===== src/uart_defs.svh =====
`ifndef UART_DEFS_SVH
`define UART_DEFS_SVH

// ----------------------------------------
// uart sizing
// ----------------------------------------

// width of a serial data byte and of the host data path
`define UART_DATA_WIDTH 8

// receive fifo entries, keep a power of two
`define UART_FIFO_DEPTH 16

// ----------------------------------------
// reset configuration
// ----------------------------------------

`define UART_RESET_DIVISOR    10416 // 100 MHz / 9600 baud
`define UART_RESET_FRAME_BITS 8     // data bits per frame after reset

`endif


===== src/uartPkg.sv =====
`default_nettype none

package uartPkg;

    // host visible register map
    typedef enum logic [2:0] {
        ADDR_TXDATA  = 3'd0,  // transmit holding byte
        ADDR_RXDATA  = 3'd1,  // read pops the receive fifo
        ADDR_STATUS  = 3'd2,  // bit 0 rxValid, bit 1 txReady
        ADDR_DIVISOR = 3'd3,  // clocks per bit
        ADDR_FRAME   = 3'd4   // bitsPerFrame, rxIre, txIre
    } regAddr;

    typedef enum logic [1:0] {TX_IDLE, TX_START, TX_DATA, TX_STOP} txState;

    typedef enum logic [1:0] {RX_IDLE, RX_START, RX_DATA, RX_STOP} rxState;

    // host request and response payloads
    typedef struct packed {
        logic        write;
        regAddr      addr;
        logic [15:0] wdata;
    } busReq;

    typedef struct packed {
        logic [15:0] rdata;
    } busRsp;

    // serial line setup shared by both directions
    typedef struct packed {
        logic [15:0] clocksPerCycle;
        logic [3:0]  bitsPerFrame;
    } uartConfig;

endpackage

`default_nettype wire


===== src/uartFifo.sv =====
`timescale 1ns/1ns
`default_nettype none

`include "uart_defs.svh"

module uartFifo #(
    parameter int depth = `UART_FIFO_DEPTH
) (
    input  logic                        clk,
    input  logic                        reset,
    input  logic                        writeEn,
    input  logic [`UART_DATA_WIDTH-1:0] dataIn,
    input  logic                        readReq,
    output logic [`UART_DATA_WIDTH-1:0] dataOut,
    output logic [$clog2(depth):0]      wordCount,
    output logic                        empty
);
    localparam int ptrWidth = $clog2(depth);

    logic [`UART_DATA_WIDTH-1:0] mem [depth];
    logic [ptrWidth-1:0]         wrPtr;
    logic [ptrWidth-1:0]         rdPtr;
    logic                        full;
    logic                        doWrite;
    logic                        doRead;

    assign empty   = (wordCount == '0);
    assign full    = (wordCount == (ptrWidth+1)'(depth));
    assign doWrite = writeEn && !full;    // overflow drops the byte
    assign doRead  = readReq && !empty;
    assign dataOut = mem[rdPtr];          // head visible without a read

    always_ff @(posedge clk) begin
        if (doWrite) begin
            mem[wrPtr] <= dataIn;
        end
    end

    // pointers wrap on their own since depth is a power of two
    always_ff @(posedge clk or posedge reset) begin
        if (reset) begin
            wrPtr     <= '0;
            rdPtr     <= '0;
            wordCount <= '0;
        end else begin
            if (doWrite) wrPtr <= wrPtr + 1'b1;
            if (doRead)  rdPtr <= rdPtr + 1'b1;
            case ({doWrite, doRead})
                2'b10:   wordCount <= wordCount + 1'b1;
                2'b01:   wordCount <= wordCount - 1'b1;
                default: wordCount <= wordCount;   // both or neither
            endcase
        end
    end

endmodule

`default_nettype wire


===== src/uartRegs.sv =====
`timescale 1ns/1ns
`default_nettype none

`include "uart_defs.svh"

module uartRegs (
    input  logic                        clk,
    input  logic                        reset,
    input  logic                        reqValid,
    input  uartPkg::busReq              req,
    output logic                        reqReady,
    output logic                        rspValid,
    output uartPkg::busRsp              rsp,
    input  logic                        rspReady,
    output uartPkg::uartConfig          cfg,
    output logic                        txDataValid,
    output logic [`UART_DATA_WIDTH-1:0] txByte,
    input  logic                        txTake,
    input  logic [`UART_DATA_WIDTH-1:0] fifoHead,
    input  logic                        fifoEmpty,
    output logic                        popReq,
    output logic                        txIrq,
    output logic                        rxIrq
);
    import uartPkg::*;

    logic        accept;          // request handshake this cycle
    logic        txWrite;
    logic        frameWrite;
    logic [15:0] readData;
    logic        txReady;         // holding register free for the host
    logic        rxIre;
    logic        txIre;
    logic        txIrePre;        // last cycle copies for edge detection
    logic        txDataValidPre;

    // ----------------------------------------
    // bus handshake and decode
    // ----------------------------------------

    assign reqReady   = !rspValid || rspReady; // one request in flight
    assign accept     = reqValid && reqReady;
    assign txWrite    = accept && req.write && (req.addr == ADDR_TXDATA);
    assign frameWrite = accept && req.write && (req.addr == ADDR_FRAME);
    assign popReq     = accept && !req.write && (req.addr == ADDR_RXDATA);

    always_comb begin
        case (req.addr)
            ADDR_TXDATA:  readData = 16'(txByte);
            ADDR_RXDATA:  readData = 16'(fifoHead);      // head taken with the pop
            ADDR_STATUS:  readData = {14'd0, txReady, !fifoEmpty};
            ADDR_DIVISOR: readData = cfg.clocksPerCycle;
            ADDR_FRAME:   readData = {10'd0, txIre, rxIre, cfg.bitsPerFrame};
            default:      readData = 16'd0;              // unmapped
        endcase
    end

    // response held until the host takes it
    always_ff @(posedge clk or posedge reset) begin
        if (reset) begin
            rspValid <= 1'b0;
        end else if (accept) begin
            rspValid <= 1'b1;
        end else if (rspReady) begin
            rspValid <= 1'b0;
        end
    end

    always_ff @(posedge clk) begin
        if (accept) begin
            rsp.rdata <= req.write ? 16'd0 : readData; // writes answer zero
        end
    end

    // ----------------------------------------
    // configuration registers
    // ----------------------------------------

    always_ff @(posedge clk or posedge reset) begin
        if (reset) begin
            cfg.clocksPerCycle <= 16'(`UART_RESET_DIVISOR);
            cfg.bitsPerFrame   <= 4'(`UART_RESET_FRAME_BITS);
            rxIre              <= 1'b0;
            txIre              <= 1'b0;
        end else begin
            if (accept && req.write && (req.addr == ADDR_DIVISOR)) begin
                cfg.clocksPerCycle <= req.wdata;
            end
            if (frameWrite) begin
                cfg.bitsPerFrame <= req.wdata[3:0];
                rxIre            <= req.wdata[4];
                txIre            <= req.wdata[5];
            end
        end
    end

    // ----------------------------------------
    // transmit holding register
    // ----------------------------------------

    always_ff @(posedge clk) begin
        if (txWrite) begin
            txByte <= req.wdata[`UART_DATA_WIDTH-1:0];
        end
    end

    // a new write wins over the transmitter taking the byte
    always_ff @(posedge clk or posedge reset) begin
        if (reset) begin
            txReady     <= 1'b1;
            txDataValid <= 1'b0;
        end else if (txWrite) begin
            txReady     <= 1'b0;
            txDataValid <= 1'b1;
        end else if (txTake) begin
            txReady     <= 1'b1; // byte moved into the shifter
            txDataValid <= 1'b0;
        end
    end

    // ----------------------------------------
    // interrupts
    // ----------------------------------------

    // tx pulse on holding register draining, or enable rising while empty
    always_ff @(posedge clk or posedge reset) begin
        if (reset) begin
            txIrq          <= 1'b0;
            rxIrq          <= 1'b0;
            txIrePre       <= 1'b0;
            txDataValidPre <= 1'b0;
        end else begin
            txIrq <= (!txDataValid && txIre && !txIrePre)
                   | (txIre && txDataValidPre && !txDataValid);
            rxIrq          <= rxIre && !fifoEmpty; // level while data waits
            txIrePre       <= txIre;
            txDataValidPre <= txDataValid;
        end
    end

endmodule

`default_nettype wire


===== src/uartTransmitter.sv =====
`timescale 1ns/1ns
`default_nettype none

`include "uart_defs.svh"

module uartTransmitter (
    input  logic                        clk,
    input  logic                        reset,
    input  uartPkg::uartConfig          cfg,
    input  logic                        txDataValid,
    input  logic [`UART_DATA_WIDTH-1:0] txByte,
    output logic                        txTake,
    output logic                        tx
);
    import uartPkg::*;

    txState                      state;
    uartConfig                   frameCfg;  // cfg frozen for the frame
    logic [15:0]                 bitTimer;  // clocks into the current bit
    logic [3:0]                  bitIndex;  // data bit being sent
    logic [`UART_DATA_WIDTH-1:0] shiftReg;
    logic                        bitDone;

    assign txTake  = (state == TX_IDLE) && txDataValid;
    assign bitDone = (bitTimer == frameCfg.clocksPerCycle - 16'd1);

    // byte and setup latched at frame start, lsb always at bit 0
    always_ff @(posedge clk) begin
        if (txTake) begin
            shiftReg <= txByte;
            frameCfg <= cfg;
        end else if (bitDone && ((state == TX_START) || (state == TX_DATA))) begin
            shiftReg <= shiftReg >> 1;
        end
    end

    // ----------------------------------------
    // frame sequencer
    // ----------------------------------------

    always_ff @(posedge clk or posedge reset) begin
        if (reset) begin
            state    <= TX_IDLE;
            bitTimer <= '0;
            bitIndex <= '0;
            tx       <= 1'b1;           // line idles high
        end else begin
            case (state)
                TX_IDLE: begin
                    bitTimer <= '0;
                    if (txTake) begin
                        tx    <= 1'b0;  // start bit
                        state <= TX_START;
                    end
                end
                TX_START: begin
                    if (bitDone) begin
                        bitTimer <= '0;
                        bitIndex <= '0;
                        tx       <= shiftReg[0];
                        state    <= TX_DATA;
                    end else begin
                        bitTimer <= bitTimer + 16'd1;
                    end
                end
                TX_DATA: begin
                    if (bitDone) begin
                        bitTimer <= '0;
                        if (bitIndex == frameCfg.bitsPerFrame - 4'd1) begin
                            tx    <= 1'b1;  // stop bit
                            state <= TX_STOP;
                        end else begin
                            bitIndex <= bitIndex + 4'd1;
                            tx       <= shiftReg[0];
                        end
                    end else begin
                        bitTimer <= bitTimer + 16'd1;
                    end
                end
                TX_STOP: begin
                    if (bitDone) begin
                        state <= TX_IDLE; // next byte may go right away
                    end else begin
                        bitTimer <= bitTimer + 16'd1;
                    end
                end
                default: state <= TX_IDLE;
            endcase
        end
    end

endmodule

`default_nettype wire


===== src/uartReceiver.sv =====
`timescale 1ns/1ns
`default_nettype none

`include "uart_defs.svh"

module uartReceiver (
    input  logic                        clk,
    input  logic                        reset,
    input  uartPkg::uartConfig          cfg,
    input  logic                        rx,
    output logic                        rxByteValid,
    output logic [`UART_DATA_WIDTH-1:0] rxByte
);
    import uartPkg::*;

    rxState                      state;
    uartConfig                   frameCfg;   // setup captured at the start edge
    logic [1:0]                  rxSync;     // two flop synchronizer
    logic                        rxIn;
    logic [15:0]                 bitTimer;
    logic [3:0]                  bitIndex;
    logic [`UART_DATA_WIDTH-1:0] shiftReg;   // bits enter at the top
    logic [3:0]                  alignShift;
    logic                        bitDone;
    logic                        halfDone;

    assign rxIn     = rxSync[1];
    assign bitDone  = (bitTimer == frameCfg.clocksPerCycle - 16'd1);
    assign halfDone = (bitTimer == {1'b0, frameCfg.clocksPerCycle[15:1]} - 16'd1);

    // short frames sit in the upper bits, move them down to bit 0
    assign alignShift = (frameCfg.bitsPerFrame >= 4'(`UART_DATA_WIDTH)) ? 4'd0
                      : 4'(`UART_DATA_WIDTH) - frameCfg.bitsPerFrame;

    always_ff @(posedge clk or posedge reset) begin
        if (reset) begin
            rxSync <= 2'b11;
        end else begin
            rxSync <= {rxSync[0], rx};
        end
    end

    always_ff @(posedge clk) begin
        if ((state == RX_IDLE) && !rxIn) begin
            frameCfg <= cfg;
        end
        if ((state == RX_DATA) && bitDone) begin
            shiftReg <= {rxIn, shiftReg[`UART_DATA_WIDTH-1:1]}; // lsb first
        end
        if ((state == RX_STOP) && bitDone) begin
            rxByte <= shiftReg >> alignShift;
        end
    end

    // ----------------------------------------
    // mid-bit sampler
    // ----------------------------------------

    always_ff @(posedge clk or posedge reset) begin
        if (reset) begin
            state       <= RX_IDLE;
            bitTimer    <= '0;
            bitIndex    <= '0;
            rxByteValid <= 1'b0;
        end else begin
            rxByteValid <= 1'b0;
            case (state)
                RX_IDLE: begin
                    bitTimer <= '0;
                    if (!rxIn) state <= RX_START;          // start edge
                end
                RX_START: begin
                    if (halfDone) begin
                        bitTimer <= '0;
                        bitIndex <= '0;
                        // glitch filter, start bit must still be low
                        state    <= rxIn ? RX_IDLE : RX_DATA;
                    end else begin
                        bitTimer <= bitTimer + 16'd1;
                    end
                end
                RX_DATA: begin
                    if (bitDone) begin
                        bitTimer <= '0;
                        if (bitIndex == frameCfg.bitsPerFrame - 4'd1) begin
                            state <= RX_STOP;
                        end else begin
                            bitIndex <= bitIndex + 4'd1;
                        end
                    end else begin
                        bitTimer <= bitTimer + 16'd1;
                    end
                end
                RX_STOP: begin
                    if (bitDone) begin
                        rxByteValid <= 1'b1;               // middle of stop bit
                        state       <= RX_IDLE;
                    end else begin
                        bitTimer <= bitTimer + 16'd1;
                    end
                end
                default: state <= RX_IDLE;
            endcase
        end
    end

endmodule

`default_nettype wire


===== src/uartTop.sv =====
`timescale 1ns/1ns
`default_nettype none

`include "uart_defs.svh"

module uartTop (
    input  logic           clk,
    input  logic           reset,
    input  logic           reqValid,
    input  uartPkg::busReq req,
    output logic           reqReady,
    output logic           rspValid,
    output uartPkg::busRsp rsp,
    input  logic           rspReady,
    output logic           txIrq,
    output logic           rxIrq,
    output logic           tx,
    input  logic           rx
);
    import uartPkg::*;

    uartConfig                   cfg;          // shared line setup
    logic                        txDataValid;
    logic [`UART_DATA_WIDTH-1:0] txByte;
    logic                        txTake;
    logic                        rxByteValid;
    logic [`UART_DATA_WIDTH-1:0] rxByte;
    logic [`UART_DATA_WIDTH-1:0] fifoHead;
    logic                        fifoEmpty;
    logic                        popReq;

    uartRegs registers (
        .clk, .reset, .reqValid, .req, .reqReady, .rspValid, .rsp, .rspReady,
        .cfg, .txDataValid, .txByte, .txTake, .fifoHead, .fifoEmpty, .popReq,
        .txIrq, .rxIrq
    );

    uartTransmitter transmitter (
        .clk, .reset, .cfg, .txDataValid, .txByte, .txTake, .tx
    );

    uartReceiver receiver (
        .clk, .reset, .cfg, .rx, .rxByteValid, .rxByte
    );

    // count only matters inside the fifo for its full test
    uartFifo receiveFifo (
        .clk,
        .reset,
        .writeEn   (rxByteValid),
        .dataIn    (rxByte),
        .readReq   (popReq),
        .dataOut   (fifoHead),
        .wordCount (),
        .empty     (fifoEmpty)
    );

endmodule

`default_nettype wire


===== config.mk =====
export PLATFORM = sky130hd
export DESIGN_NAME = uartTop
export DESIGN_NICKNAME = d
export VERILOG_FILES = /design/src/uartPkg.sv /design/src/uartFifo.sv /design/src/uartRegs.sv /design/src/uartTransmitter.sv /design/src/uartReceiver.sv /design/src/uartTop.sv
export VERILOG_INCLUDE_DIRS = /design/src /design/src/src
export SDC_FILE = /design/constraint.sdc
export NUM_CORES = 1
export LEC_CHECK = 0
export ABC_AREA = 1
export BUFFER_PORTS_ARGS = -buffer_cell sky130_fd_sc_hd__buf_2
export CAP_MARGIN = 40
export CORE_ASPECT_RATIO = 1.25
export CORE_MARGIN = 2
export CORE_UTILIZATION = 60
export CTS_CLUSTER_SIZE = 16
export DETAILED_ROUTE_END_ITERATION = 8
export PLACE_DENSITY = 0.79
export SLEW_MARGIN = 5
export SYNTH_ARGS = -nofsm -noshare
export SYNTH_HDL_FRONTEND = slang
export SYNTH_HIERARCHICAL = 1
export SYNTH_SLANG_ARGS = --single-unit

===== constraint.sdc =====
create_clock -name clk -period 7.4 [get_ports clk]
set_clock_uncertainty 0.05 [all_clocks]
set_input_delay 1.48 -clock clk [delete_from_list [all_inputs] [get_ports clk]]
set_output_delay 1.48 -clock clk [all_outputs]
set_load 0.02 [all_outputs]

== Yosys cells after proc, flatten, opt, wreduce, memory -nomap -nowiden ==
Memories as Yosys holds them, arrays and structs flattened.
Cells that the tools add are included.

* Multiplexer cells: 47
* Equal/unequal tests: 32
* Add/subtract/negate cells: 14
* Magnitude comparators: 1
* Reduce and logical (&&, ||, !) cells: 45
* Bitwise operators: 1
* Shift operators: 1

{| class="wikitable"
|+ Operator list
! operator !! count
|-
| $mux 16 || 5
|-
| $pmux 16 s5 || 1
|-
| $pmux 16 s4 || 1
|-
| $eq 16x16->1 || 3
|-
| $pmux 16 s3 || 1
|-
| $add 16x1->16 const B || 2
|-
| $sub 16x1->16 const B || 2
|-
| $mux 4 || 7
|-
| $mux 2 || 11
|-
| $logic_and 1x1->1 || 19
|-
| $add 4x1->4 const B || 4
|-
| $mux 8 || 2
|-
| $ne 2x2->1 const B || 8
|-
| $pmux 2 s4 || 2
|-
| $pmux 4 s2 || 2
|-
| $sub 15x1->16 const B || 1
|-
| $mux 1 || 13
|-
| $ne 2x1->1 const B || 6
|-
| $reduce_and 4->1 || 3
|-
| $reduce_bool 2->1 || 6
|-
| $eq 2x2->1 const B || 5
|-
| $pmux 5 s2 || 1
|-
| $reduce_and 5->1 || 2
|-
| $eq 4x4->1 || 2
|-
| other kinds (20) || 32
|}

* Memories: 1
* Word-level logic and storage cells: 174
* Memory bits (writable): 128
* Flip-flop bits (word level): 178
* Bits of input ports: 25

{| class="wikitable"
|+ Memory list
! name !! depth !! bits a word !! rd ports !! clocked after memory_dff !! write ports !! line !! text
|-
| receiveFifo.mem || 16 || 8 || 1 || 0 || 1 || uartFifo.sv:20 || <nowiki>logic [`UART_DATA_WIDTH-1:0] mem [depth];</nowiki>
|}

== Longest topological paths before layout ==
Gate-level depths: netlist (run 1).

* Word-level depth: 8
* Mapped depth: 19

== Cells and area by module ==
The synthesis (run 1) kept the hierarchy.

{| class="wikitable"
|+ Modules (own cells, without submodules)
! module !! area an instance (um2) !! cells each !! seq. area each (um2) !! times used
|-
| uartFifo || 6,233.5 || 624 || 4,169.0 || 1
|-
| uartReceiver || 4,216.5 || 558 || 1,709.1 || 1
|-
| uartTransmitter || 3,508.4 || 432 || 1,417.6 || 1
|-
| uartRegs || 2,371.0 || 237 || 1,455.1 || 1
|}

== Worst setup path after synthesis (run 1) ==
OpenSTA, ideal clock, no wires.

* Path kind: input to register
* Start point: input rspReady
* End point: register receiveFifo.wordCount[4]
* Buffers on the path: 0
* Path slack: 3,564 ps
* Setup time: 117 ps
* Stages: 19
* Arrival: 3,669 ps
* Required time: 7,233 ps
* Cell sequence: inv_1 > nand2_1 > nand2_1 > inv_1 > nand2_1 > nor2_1 > nand2_1 > inv_1 > ha_1 > inv_1 > fa_1 > inv_1 > nand2_1 > nand2_1 > nand2_1 > nand2_1 > nand2_1 > nand2_1 > nand2_1

* Longest elaborated chain between the ends: 7
* Elaborated cells on any way between the ends: 9
* Those cells by class: eq/ne (2); mux (1); reduce/logical (6)

{| class="wikitable"
|+ Ends and longest elaborated chain
! element !! line !! text
|-
| start: declaration || uartTop.sv:14 || <nowiki>input logic rspReady,</nowiki>
|-
| $logic_or 1x1->1 * || uartRegs.sv:41 || <nowiki>assign reqReady = !rspValid || rspReady;</nowiki>
|-
| named net reqReady || uartTop.sv:11 || <nowiki>output logic reqReady,</nowiki>
|-
| $logic_and 1x1->1 * || uartRegs.sv:42 || <nowiki>assign accept = reqValid && reqReady;</nowiki>
|-
| named net registers.accept || uartRegs.sv:27 || <nowiki>logic accept;</nowiki>
|-
| $logic_and 1x1->1 * (2 in series) || uartRegs.sv:45 || <nowiki>assign popReq = accept && !req.write && (req.addr == ADDR_RXDATA);</nowiki>
|-
| named net popReq || uartTop.sv:30 || <nowiki>logic popReq;</nowiki>
|-
| $logic_and 1x1->1 * || uartFifo.sv:30 || <nowiki>assign doRead = readReq && !empty;</nowiki>
|-
| named net receiveFifo.doRead || uartFifo.sv:25 || <nowiki>logic doRead;</nowiki>
|-
| $eq 2x1->1 or $eq 2x2->1 (tied branches) || uartFifo.sv:48 || <nowiki>case ({doWrite, doRead})</nowiki>
|-
| $pmux 5 s2 or $reduce_bool 2->1 (tied branches) || -- ||
|-
| end signal: assignment || uartFifo.sv:49 || <nowiki>2'b10: wordCount <= wordCount + 1'b1;</nowiki>
|-
| end signal: assignment || uartFifo.sv:50 || <nowiki>2'b01: wordCount <= wordCount - 1'b1;</nowiki>
|-
| end signal: assignment || uartFifo.sv:51 || <nowiki>default: wordCount <= wordCount;</nowiki>
|-
| end: declaration || uartFifo.sv:15 || <nowiki>output logic [$clog2(depth):0] wordCount,</nowiki>
|}

Mark *: on every way through the listed nets, which the timed path passes. The rest lies on a longest branch.
A chain may end at the register's enable or synchronous reset.

== Final worst setup path (run 1) ==
* Start point: input rspReady
* End point: register receiveFifo.wordCount[4]

* Longest elaborated chain between the ends: 7
* Elaborated cells on any way between the ends: 9
* Those cells by class: eq/ne (2); mux (1); reduce/logical (6)

{| class="wikitable"
|+ Ends and longest elaborated chain
! element !! line
|-
| $logic_or 1x1->1 * || uartRegs.sv:41
|-
| $logic_and 1x1->1 * || uartRegs.sv:42
|-
| named net registers.accept || uartRegs.sv:27
|-
| $logic_and 1x1->1 * (2 in series) || uartRegs.sv:45
|-
| named net popReq || uartTop.sv:30
|-
| $logic_and 1x1->1 * || uartFifo.sv:30
|-
| named net receiveFifo.doRead || uartFifo.sv:25
|-
| $eq 2x1->1 or $eq 2x2->1 (tied branches) || uartFifo.sv:48
|-
| $pmux 5 s2 or $reduce_bool 2->1 (tied branches) || --
|}

Marks and branches as above.

==> impl_metrics.csv, run 1 <==
group,metric,value,unit
timing,min_period,3.65,ns
power_and_ir_drop,p_per_area,268,mW/mm^2
setup_path,crit_type,"input pin to register",
timing,tightestPinTransition,0.941,ns
layout,layout-drive-gt1-share,13.6,%
global_routing,antenna_found_initial,6,
setup_path,worst_path_max_delay_cell,"inv_1",
logic_synthesis,synthDominantAreaCellType,"edfxtp_1",
setup_path,path_cells,"buf_2, inv_1, nand2_1, nand2_1, inv_1, nand2_1, nor2_1, nand2_1, inv_1, ha_1, inv_1, fa_1, inv_1, nand2_1, nand2_1, nand2_1, nand2_1, nand2_1, nand2_1, nand2_1",
die,die_y,188,um
job,cap_viol_max_count,0,
logic_synthesis,synth-seq-cells,306,
timing,clock.fmax,274,MHz
detailed_routing,drc,0,
die,fp.dieW,152,um
power_and_ir_drop,irDropWorstVdd,0.000262,V
global_routing,grt-ovfl-total,0,
die,start_util,60.9,%
power_and_ir_drop,p_leak,8.09,nW
setup_path,slowest_delay,0.57,ns
place,gp_congestion,0.939,
clock_tree,ctsRootBufferMaster,"clkbuf_16",
detailed_routing,drt_pass1_iterations,5,
timing,rsz0062_at_grt,"no",
logic_synthesis,synth-edff-count,216,
clock_tree,cts_buffer_depth,3,
timing,finalMaxSlewViolations,0,
detailed_routing,vias,12229,
detailed_routing,wirelength,36100,um
logic_synthesis,synth_cell_type_count,53,
timing,relSlewSlack,37.3,%
timing,fin_crit_sh,49.3,%
setup_path,start_kind,"input pin",
logic_synthesis,synth_cells,1851,
setup_path,critPathRequiredTime,7.79,ns
clock_tree,cts_setup_buffers,0,
place,io_buffer_count,45,
timing,setup_violations,0,
detailed_routing,drt_iter0_drc,1067,
die,ios,46,
setup_path,path_delay_family,"buffers and inverters",
layout,fin_nets,1937,
global_routing,grt_pass1_wl,58000,um
logic_synthesis,yosys.area.top_type_share,39.7,%
clock_tree,cts.sinks,306,
setup_path,path_common_cell,"nand2_1",
die,num_rows,67,
worst_hold_path,hp-class,"register to register",
logic_synthesis,synth_area,0.0163,sq mm
place,place_hpwl,25700,um
global_routing,grt_max_degree,83,
logic_synthesis,ys_seq_area_share,53.6,%
global_routing,first_global_vias,11748,
logic_synthesis,syn-num-nets,1902,
logic_synthesis,yosysWarnings,6,
logic_synthesis,ys_top_cells_by_count,"nand2_1 (610), edfxtp_1 (216), inv_1 (201), nor2_1 (187), nand3_1 (150)",
clock_tree,post_cts_resize_count,0,
detailed_routing,ant_nets,0,
timing,whs,0.306,ns
setup_path,path_max_fanout,17,
layout,syn_to_final_growth,8.43,%
clock_tree,clock_latency,0.56,ns
detailed_routing,wl_per_cell,16.0,um
logic_synthesis,ys_top_cells_by_area,"edfxtp_1 (40%), nand2_1 (14%), dfrtp_1 (12%)",
logic_synthesis,avgSynthCellArea,8.82,sq um
timing,hold_viol,0,
run_status,status,"finished clean",
setup_path,cp.arrival,4.04,ns
clock_tree,h-tree-depth,1,
clock_tree,clkTransAtPathRegs,0.06,ns
setup_path,end_kind,"register",
setup_path,cp.buffers_inverters,6,
logic_synthesis,synth-main-ff-cell,"edfxtp_1",
die,fp.coreArea,0.0268,sq mm
die,dieArea,0.0286,sq mm
clock_tree,cts_tree,"done",
logic_synthesis,async_flop_share,29.4,%
clock_tree,cts_hold_buffers,0,
global_routing,track_usage,25.7,%
detailed_routing,via_per_inst,5.41,
timing,tns,0,ns
clock_tree,cts_made_buffers,29,
logic_synthesis,synth.most_common_cell,"nand2_1",
[layer usage]
metal  up-vias  global-route usage, %  wire length, um
met4         4                   9.01             1130
met3        94                   4.50             2520
li1       6013                      -                -
met1      5708                   32.0            14400
met5         -                      0               27
met2       410                   44.9            18100
[final cells by class]
cell class,count,area [sq um]
clock buffers,39,793
fillers,2106,9120
repair buffers,53,340
well taps,345,432
clock inverters,15,133
inverters,223,840
diodes,5,12.5
multi-input cells,1273,6400
flip-flops and latches,306,8750
[final timing paths]
check | endpoint | cells past startpoint | slack [ns] | startpoint
max | receiveFifo/wordCount[4] | 20 | 3.75 | rspReady
min | receiver/rxSync[1] | 0 | 0.31 | receiver/rxSync[0]
max reg2reg | receiver/rxByte[0] | 16 | 4.34 | receiver/frameCfg[6]
min reg2reg | receiver/rxSync[1] | 0 | 0.31 | receiver/rxSync[0]
max in group asynchronous | registers/cfg[17] | 3 | 5.70 | reset
min in group asynchronous | receiver/bitTimer[0] | 2 | 0.88 | reset
[where the power goes]
part	internal, mW	total [mW]	switching [mW]
Sequential	1.99	2.15	0.162
Clock	0.822	1.45	0.630
Combinational	0.361	1.14	0.777
[cell families (layout without fill, tap and decap cells)]
group           Yosys count  in the layout  share of synthesized area [%]
other cells               0              5                              0
flops                   306            306                           53.6
mux                       2              2                          0.123
compound gates           93             93                           3.78
buf+inv                 272            330                           7.19
xor+xnor                 54             54                           2.94
simple gates           1098           1098                           30.3
fa+ha+maj                26             26                           2.04
[sequential cells by signal, indices dropped and copies added (netlist names), 2 cells and up, named ones only]
name	count
receiver/shiftReg	8
transmitter/state	2
receiver/rxSync	2
receiver/frameCfg	20
receiveFifo/mem	128
receiveFifo/rdPtr	4
transmitter/bitIndex	4
receiver/rxByte	8
transmitter/frameCfg	20
registers/cfg	20
receiver/bitTimer	16
receiveFifo/wrPtr	4
receiver/bitIndex	4
receiveFifo/wordCount	5
transmitter/shiftReg	8
registers/txByte	8
registers/rsp	16
transmitter/bitTimer	16
[cell usage in the layout (no fill, tap or decap), types with 3 or more instances in the layout]
| cell type | netlist | routed |
|---|---|---|
| a21oi_1 | 10 | 10 |
| nor4_1 | 3 | 3 |
| nor2_1 | 187 | 187 |
| clkbuf_8 | 0 | 3 |
| clkbuf_16 | 0 | 29 |
| diode_2 | 0 | 5 |
| nand3_2 | 17 | 17 |
| nand2_1 | 610 | 610 |
| o21bai_1 | 3 | 3 |
| o21ai_2 | 26 | 26 |
| buf_16 | 0 | 3 |
| nand2_4 | 8 | 8 |
| nand3_1 | 150 | 150 |
| nand3b_1 | 13 | 13 |
| dfrtp_1 | 80 | 79 |
| nor2_2 | 18 | 18 |
| buf_2 | 21 | 47 |
| xnor2_1 | 18 | 18 |
| nor2_4 | 17 | 17 |
| clkinv_2 | 0 | 5 |
| inv_1 | 201 | 201 |
| clkinv_1 | 1 | 5 |
| buf_4 | 4 | 3 |
| nor2_8 | 3 | 3 |
| inv_2 | 20 | 20 |
| o21ai_0 | 37 | 37 |
| nand4_1 | 16 | 16 |
| nand2_2 | 23 | 23 |
| or2_2 | 11 | 11 |
| dfstp_2 | 10 | 10 |
| xor2_1 | 35 | 35 |
| o31ai_1 | 3 | 3 |
| edfxtp_1 | 216 | 216 |
| clkbuf_1 | 7 | 7 |
| ha_1 | 25 | 25 |
| nor3_2 | 3 | 3 |
| nor3_1 | 13 | 13 |
| a31oi_1 | 5 | 5 |
[per-stage QoR]
step                      setup WS [ns]  cell area [sq um]  power (mW)  utilization [%]  std cells
after floorplan                    3.56              16300        3.02                -       1851
after global placement             3.31              16700        3.25             62.2       2195
after detailed placement           3.20              16800        3.31             62.5       2200
after CTS                          3.79              17700        4.75             66.0       2254
after global routing               3.42              17700        4.99             66.0       2255
final                              3.75              17700        4.74             66.0       2259
Power figures use the tool's default switching activity.
==> run 2: changes to the inputs <==
clock period = 3.5 ns   (was 7.4 ns; I/O delays follow)
==> run 2 against run 1 <==
- worst hold slack worse by 0.21 ns
- count of clock-buffer cells in the layout unchanged
- first-iteration DRC count up 1.2%
- die area unchanged
- routed wire length up 2.2%
- cell area up 0.66%
- largest cell class unchanged
- largest power group unchanged
==> impl_metrics.csv, run 2 (synthesized netlist as in run 1, its figures left out) <==
group,metric,value,unit
timing,hold_viol,0,
layout,final_common_cell,"nand2_1",
job,cap_viol_max_count,0,
clock_tree,clock_latency,0.55,ns
die,dieArea,0.0286,sq mm
clock_tree,cts.sinks,306,
die,fp.dieW,152,um
place,dp.cells,2204,
global_routing,grt_use_met1,32.0,%
timing,clock.fmax,339,MHz
clock_tree,cts_made_buffers,30,
die,start_util,60.9,%
layout,post-route-util,66.4,%
setup_path,path_max_fanout,15,
setup_path,crit_type,"register to register",
global_routing,grt-ovfl-total,0,
global_routing,first_global_vias,12068,
timing,fin_crit_sh,84.3,%
setup_path,r2r_cells,16,
setup_path,start_kind,"register",
global_routing,grt_max_degree,59,
detailed_routing,drt_iter0_drc,1080,
place,place_ws,0.413,ns
timing,relSlewSlack,42.6,%
timing,whs,0.0960,ns
detailed_routing,drt_pass1_iterations,6,
clock_tree,clkTransAtPathRegs,0.06,ns
timing,tightestPinTransition,0.858,ns
clock_tree,cts_hold_buffers,0,
layout,largest_register_ffs,128,
clock_tree,post_cts_resize_count,0,
setup_path,critPathRequiredTime,3.65,ns
setup_path,r2r_slack,0.55,ns
detailed_routing,ant_nets,0,
clock_tree,h-tree-depth,1,
timing,worst_slack,0.549,ns
die,die_y,188,um
setup_path,worstReg2RegStart,"receiver/frameCfg[6]",
power_and_ir_drop,p_per_area,574,mW/mm^2
timing,finalMaxSlewViolations,0,
layout,largest_register,"receiveFifo/mem",
setup_path,end_kind,"register",
clock_tree,cts_tree,"done",
die,num_rows,67,
detailed_routing,drc,0,
global_routing,busiest_layer,"met2",
global_routing,grtUsageMet3,4.87,%
global_routing,grt.met2_usage,45.9,%
clock_tree,ctsRootBufferMaster,"clkbuf_16",
place,gp_congestion,0.958,
layout,layout-drive-gt1-share,14.0,%
timing,setup_violations,0,
global_routing,track_usage,26.1,%
layout,final_cell_mix,"nand2_1 (610), edfxtp_1 (216), inv_1 (201), nor2_1 (187), nand3_1 (150)",
die,fp.coreArea,0.0268,sq mm
layout,syn_to_final_growth,9.14,%
setup_path,cp.arrival,3.10,ns
power_and_ir_drop,p_leak,8.15,nW
die,ios,46,
detailed_routing,wl_per_cell,16.3,um
setup_path,r2r-end,"receiver/rxByte[0]",
place,io_buffer_count,45,
worst_hold_path,hp-class,"input pin to async pin",
global_routing,antenna_found_initial,6,
run_status,status,"finished clean",
layout,final_cells,2265,
global_routing,grt_pass1_wl,59100,um
timing,min_period,2.95,ns
power_and_ir_drop,irDropWorstVdd,0.000612,V
detailed_routing,wirelength,37000,um
timing,tns,0,ns
clock_tree,cts_buffer_depth,3,
timing,rsz0062_at_grt,"no",
place,place_hpwl,26200,um
detailed_routing,vias,12426,
layout,fin_nets,1942,
clock_tree,cts_setup_buffers,0,
detailed_routing,via_per_inst,5.49,
## run 2: changes by cell type in the layout (fill, tap and decap cells not counted), moves of 2 or more
| cell | change |
|---|---|
| clkbuf_16 | +2 |
| buf_4 | +5 |
| clkinv_1 | -3 |
| clkinv_2 | +4 |
| buf_2 | -2 |
| clkbuf_8 | -2 |
## run 2: how the worst max path moves through the flow
stage                                    start                       end  depth (start not counted)
after global routing      receiver/frameCfg[5]        receiver/rxByte[0]                         14
after floorplan                       rspReady  receiveFifo/wordCount[4]                         19
after CTS                 receiver/frameCfg[6]        receiver/rxByte[2]                         16
after detailed placement               req[16]  receiveFifo/wordCount[4]                         18
after global placement                 req[16]  receiveFifo/wordCount[4]                         18
final                     receiver/frameCfg[6]        receiver/rxByte[0]                         16
## run 2: stage by stage
stage	area [sq um]	power, mW
2_1_floorplan	16300	6.38
3_3_place_gp	16700	6.90
3_5_place_dp	16800	7.04
4_1_cts	17800	10.2
5_1_grt	17800	10.8
6_report	17800	10.2
## run 2: layer usage
metal | wire length [um] | vias to the layer above | share of wire [%]
li1 | - | 6027 | -
met1 | 14300 | 5881 | 39
met2 | 18700 | 423 | 50
met3 | 2850 | 91 | 7.7
met4 | 1150 | 4 | 3.1
met5 | 30 | - | 0.081
## run 2: power breakdown
part	internal, mW	total, mW	switching (mW)
logic	0.798	2.47	1.68
registers	4.20	4.55	0.353
clock network	1.87	3.20	1.33
total	6.87	10.2	3.36
## run 2: critical path: stages, from the launching register on
cell and delay, ns:
edfxtp_1 0.47, inv_1 0.15, ha_1 0.24, inv_1 0.07
nor2_1 0.12, nand2_1 0.11, nor2_2 0.18, nand2_1 0.07
nand2_1 0.06, nand2_1 0.06, nand2_1 0.06, nand2_1 0.07
nor2_2 0.13, nand3_4 0.14, inv_2 0.09, nand2_4 0.14
inv_1 0.37
## run 2: layout make-up
cell class	count	area, sq um
Fill cell	2041	9000
Sequential cell	306	8750
Multi-Input combinational cell	1273	6400
Inverter	223	840
Clock buffer	39	816
Tap cell	345	432
Timing Repair Buffer	57	395
Clock inverter	17	171
Antenna cell	5	12.5
==> run 3: changes to the inputs <==
CORE_UTILIZATION = 57   (was 60)
clock period = 2.52 ns   (was 3.5 ns; I/O delays follow)
==> run 3 against run 2 <==
- sequential share of layout area decreased by 1.5 points
- routed wire length is 1.6% higher
- first-iteration DRC count down 21%
- register-to-register slack worse by 0.51 ns
- critical path depth unchanged
- clock power grew 43%
- combinational power grew 44%
==> impl_metrics.csv, run 3 (synthesized netlist as in run 1, its figures left out) <==
group,metric,value,unit
run_status,status,"finished clean",
place,place_hpwl,26300,um
die,start_util,57.7,%
layout,syn_to_final_growth,12.7,%
layout,fillers,2258,
detailed_routing,drt_iter0_drc,854,
timing,fin_crit_sh,98.5,%
power_and_ir_drop,total_power,14.4,mW
detailed_routing,vias,12460,
job,cap_viol_max_count,0,
global_routing,antenna_found_initial,2,
clock_tree,cts.sinks,306,
setup_path,r2r_slack,0.04,ns
clock_tree,ctsRootBufferMaster,"clkbuf_16",
global_routing,grt_pass1_wl,61000,um
timing,tightestPinTransition,0.743,ns
layout,fin_nets,1996,
power_and_ir_drop,internal-power,9.68,mW
power_and_ir_drop,irDropWorstVdd,0.000832,V
clock_tree,cts_buffer_depth,3,
layout,largest_register_ffs,128,
detailed_routing,via_per_inst,5.36,
clock_tree,cts_tree,"done",
place,io_buffer_count,45,
timing,relSlewSlack,50.5,%
worst_hold_path,hp-class,"input pin to register",
power_and_ir_drop,p_switching,4.73,mW
detailed_routing,ant_nets,0,
setup_path,cp.arrival,2.71,ns
die,die_y,193,um
layout,multi_input_area,0.00655,sq mm
timing,clock.fmax,403,MHz
setup_path,critPathRequiredTime,2.74,ns
layout,largest_register,"receiveFifo/mem",
layout,final_cells,2325,
power_and_ir_drop,power_frac_comb,24.7,%
die,fp.coreArea,0.0283,sq mm
die,num_rows,69,
die,fp.dieW,155,um
power_and_ir_drop,p_clk_share,31.9,%
detailed_routing,wl_per_cell,16.1,um
global_routing,grt-ovfl-total,0,
timing,rsz0062_at_grt,"yes",
timing,setup_violations,0,
power_and_ir_drop,swShare,32.8,%
timing,whs,0.0974,ns
setup_path,start_kind,"register",
layout,final_cell_mix,"nand2_1 (600), edfxtp_1 (216), inv_1 (194), nor2_1 (182), nand3_1 (150)",
die,ios,46,
power_and_ir_drop,seqPwrFrac,43.5,%
timing,tns,0,ns
clock_tree,cts_made_buffers,30,
setup_path,path_max_fanout,6,
setup_path,cp-startpoint,"receiver/frameCfg[4]",
layout,seqCellArea,0.00875,sq mm
worst_hold_path,min_from,"req[1]",
power_and_ir_drop,p_per_area,783,mW/mm^2
layout,final_common_cell,"nand2_1",
clock_tree,clock_latency,0.55,ns
global_routing,grt_max_degree,65,
setup_path,crit_type,"register to register",
detailed_routing,drc,0,
detailed_routing,drt_pass1_iterations,5,
timing,hold_viol,0,
place,dp.cells,2262,
clock_tree,h-tree-depth,1,
layout,layout-drive-gt1-share,17.6,%
setup_path,worstReg2RegStart,"receiver/frameCfg[4]",
place,gp_congestion,0.944,
global_routing,first_global_vias,12342,
setup_path,end_kind,"register",
global_routing,track_usage,25.1,%
clock_tree,clkTransAtPathRegs,0.06,ns
power_and_ir_drop,p_leak,8.44,nW
timing,finalMaxSlewViolations,0,
die,dieArea,0.0300,sq mm
timing,min_period,2.48,ns
detailed_routing,wirelength,37500,um
run 3: power by group through the flow:
stage          combinational, mW  clock [mW]  sequential [mW]
2_1_floorplan               2.65           0             6.21
3_3_place_gp                3.34           0             6.35
3_5_place_dp                3.44           0             6.36
4_1_cts                     3.48        4.66             6.26
5_1_grt                     3.99        4.87             6.31
6_report                    3.55        4.59             6.26
run 3: cell type report:
class	count	share of cell area [%]
Clock inverter	16	1.05
Antenna cell	2	0.0272
Multi-Input combinational cell	1273	35.6
Tap cell	355	2.41
Sequential cell	306	47.6
Inverter	223	4.61
Clock buffer	39	4.43
Timing Repair Buffer	111	4.28
run 3: routing by layer:
metal	up-vias	routed length (um)	track usage, %
li1	6125	-	-
met3	88	2390	3.27
met5	-	14	0
met1	5836	15100	32.2
met2	409	18800	44.0
met4	2	1240	8.36
run 3: through the flow:
stage	util [%]	area [sq um]	worst slack [ns]
after floorplan	-	16300	-0.146
after global placement	60.6	17200	-0.0183
after detailed placement	60.6	17200	-0.0373
after CTS	64.3	18200	0.00791
after global routing	65.0	18400	-0.113
final	65.0	18400	0.0375
run 3: worst paths after layout:
path	end	cells after the start
worst max-delay path	receiver/rxByte[2]	16
worst min-delay path	registers/txByte[1]	1
worst max register to register	receiver/rxByte[2]	16
worst min register to register	receiver/rxSync[1]	0
max in group asynchronous	registers/cfg[17]	4
min in group asynchronous	registers/cfg[2]	3
run 3: critical path, stage by stage (launching register included):
cell       delay (ns)
edfxtp_1         0.47
inv_2            0.13
ha_4             0.21
nand2_2          0.07
inv_2            0.04
nor2_2           0.09
nand2_1          0.07
nor2_1           0.09
nand3_1          0.10
nor2_1           0.11
nand2_1          0.10
nor2_4           0.14
nand3_4          0.17
inv_2            0.11
nand2_4          0.06
inv_6            0.07
clkbuf_16        0.13
run 3: what timing repair did:
item                                    4_1_cts  5_1_grt
endpoints found under the setup margin        8       66
buffers inserted                              0        3
resized for setup                             1       45
hold buffers                                  2        0
hold endpoints to repair                      3        0
gates cloned                                  0        1
pin swaps                                     0       17
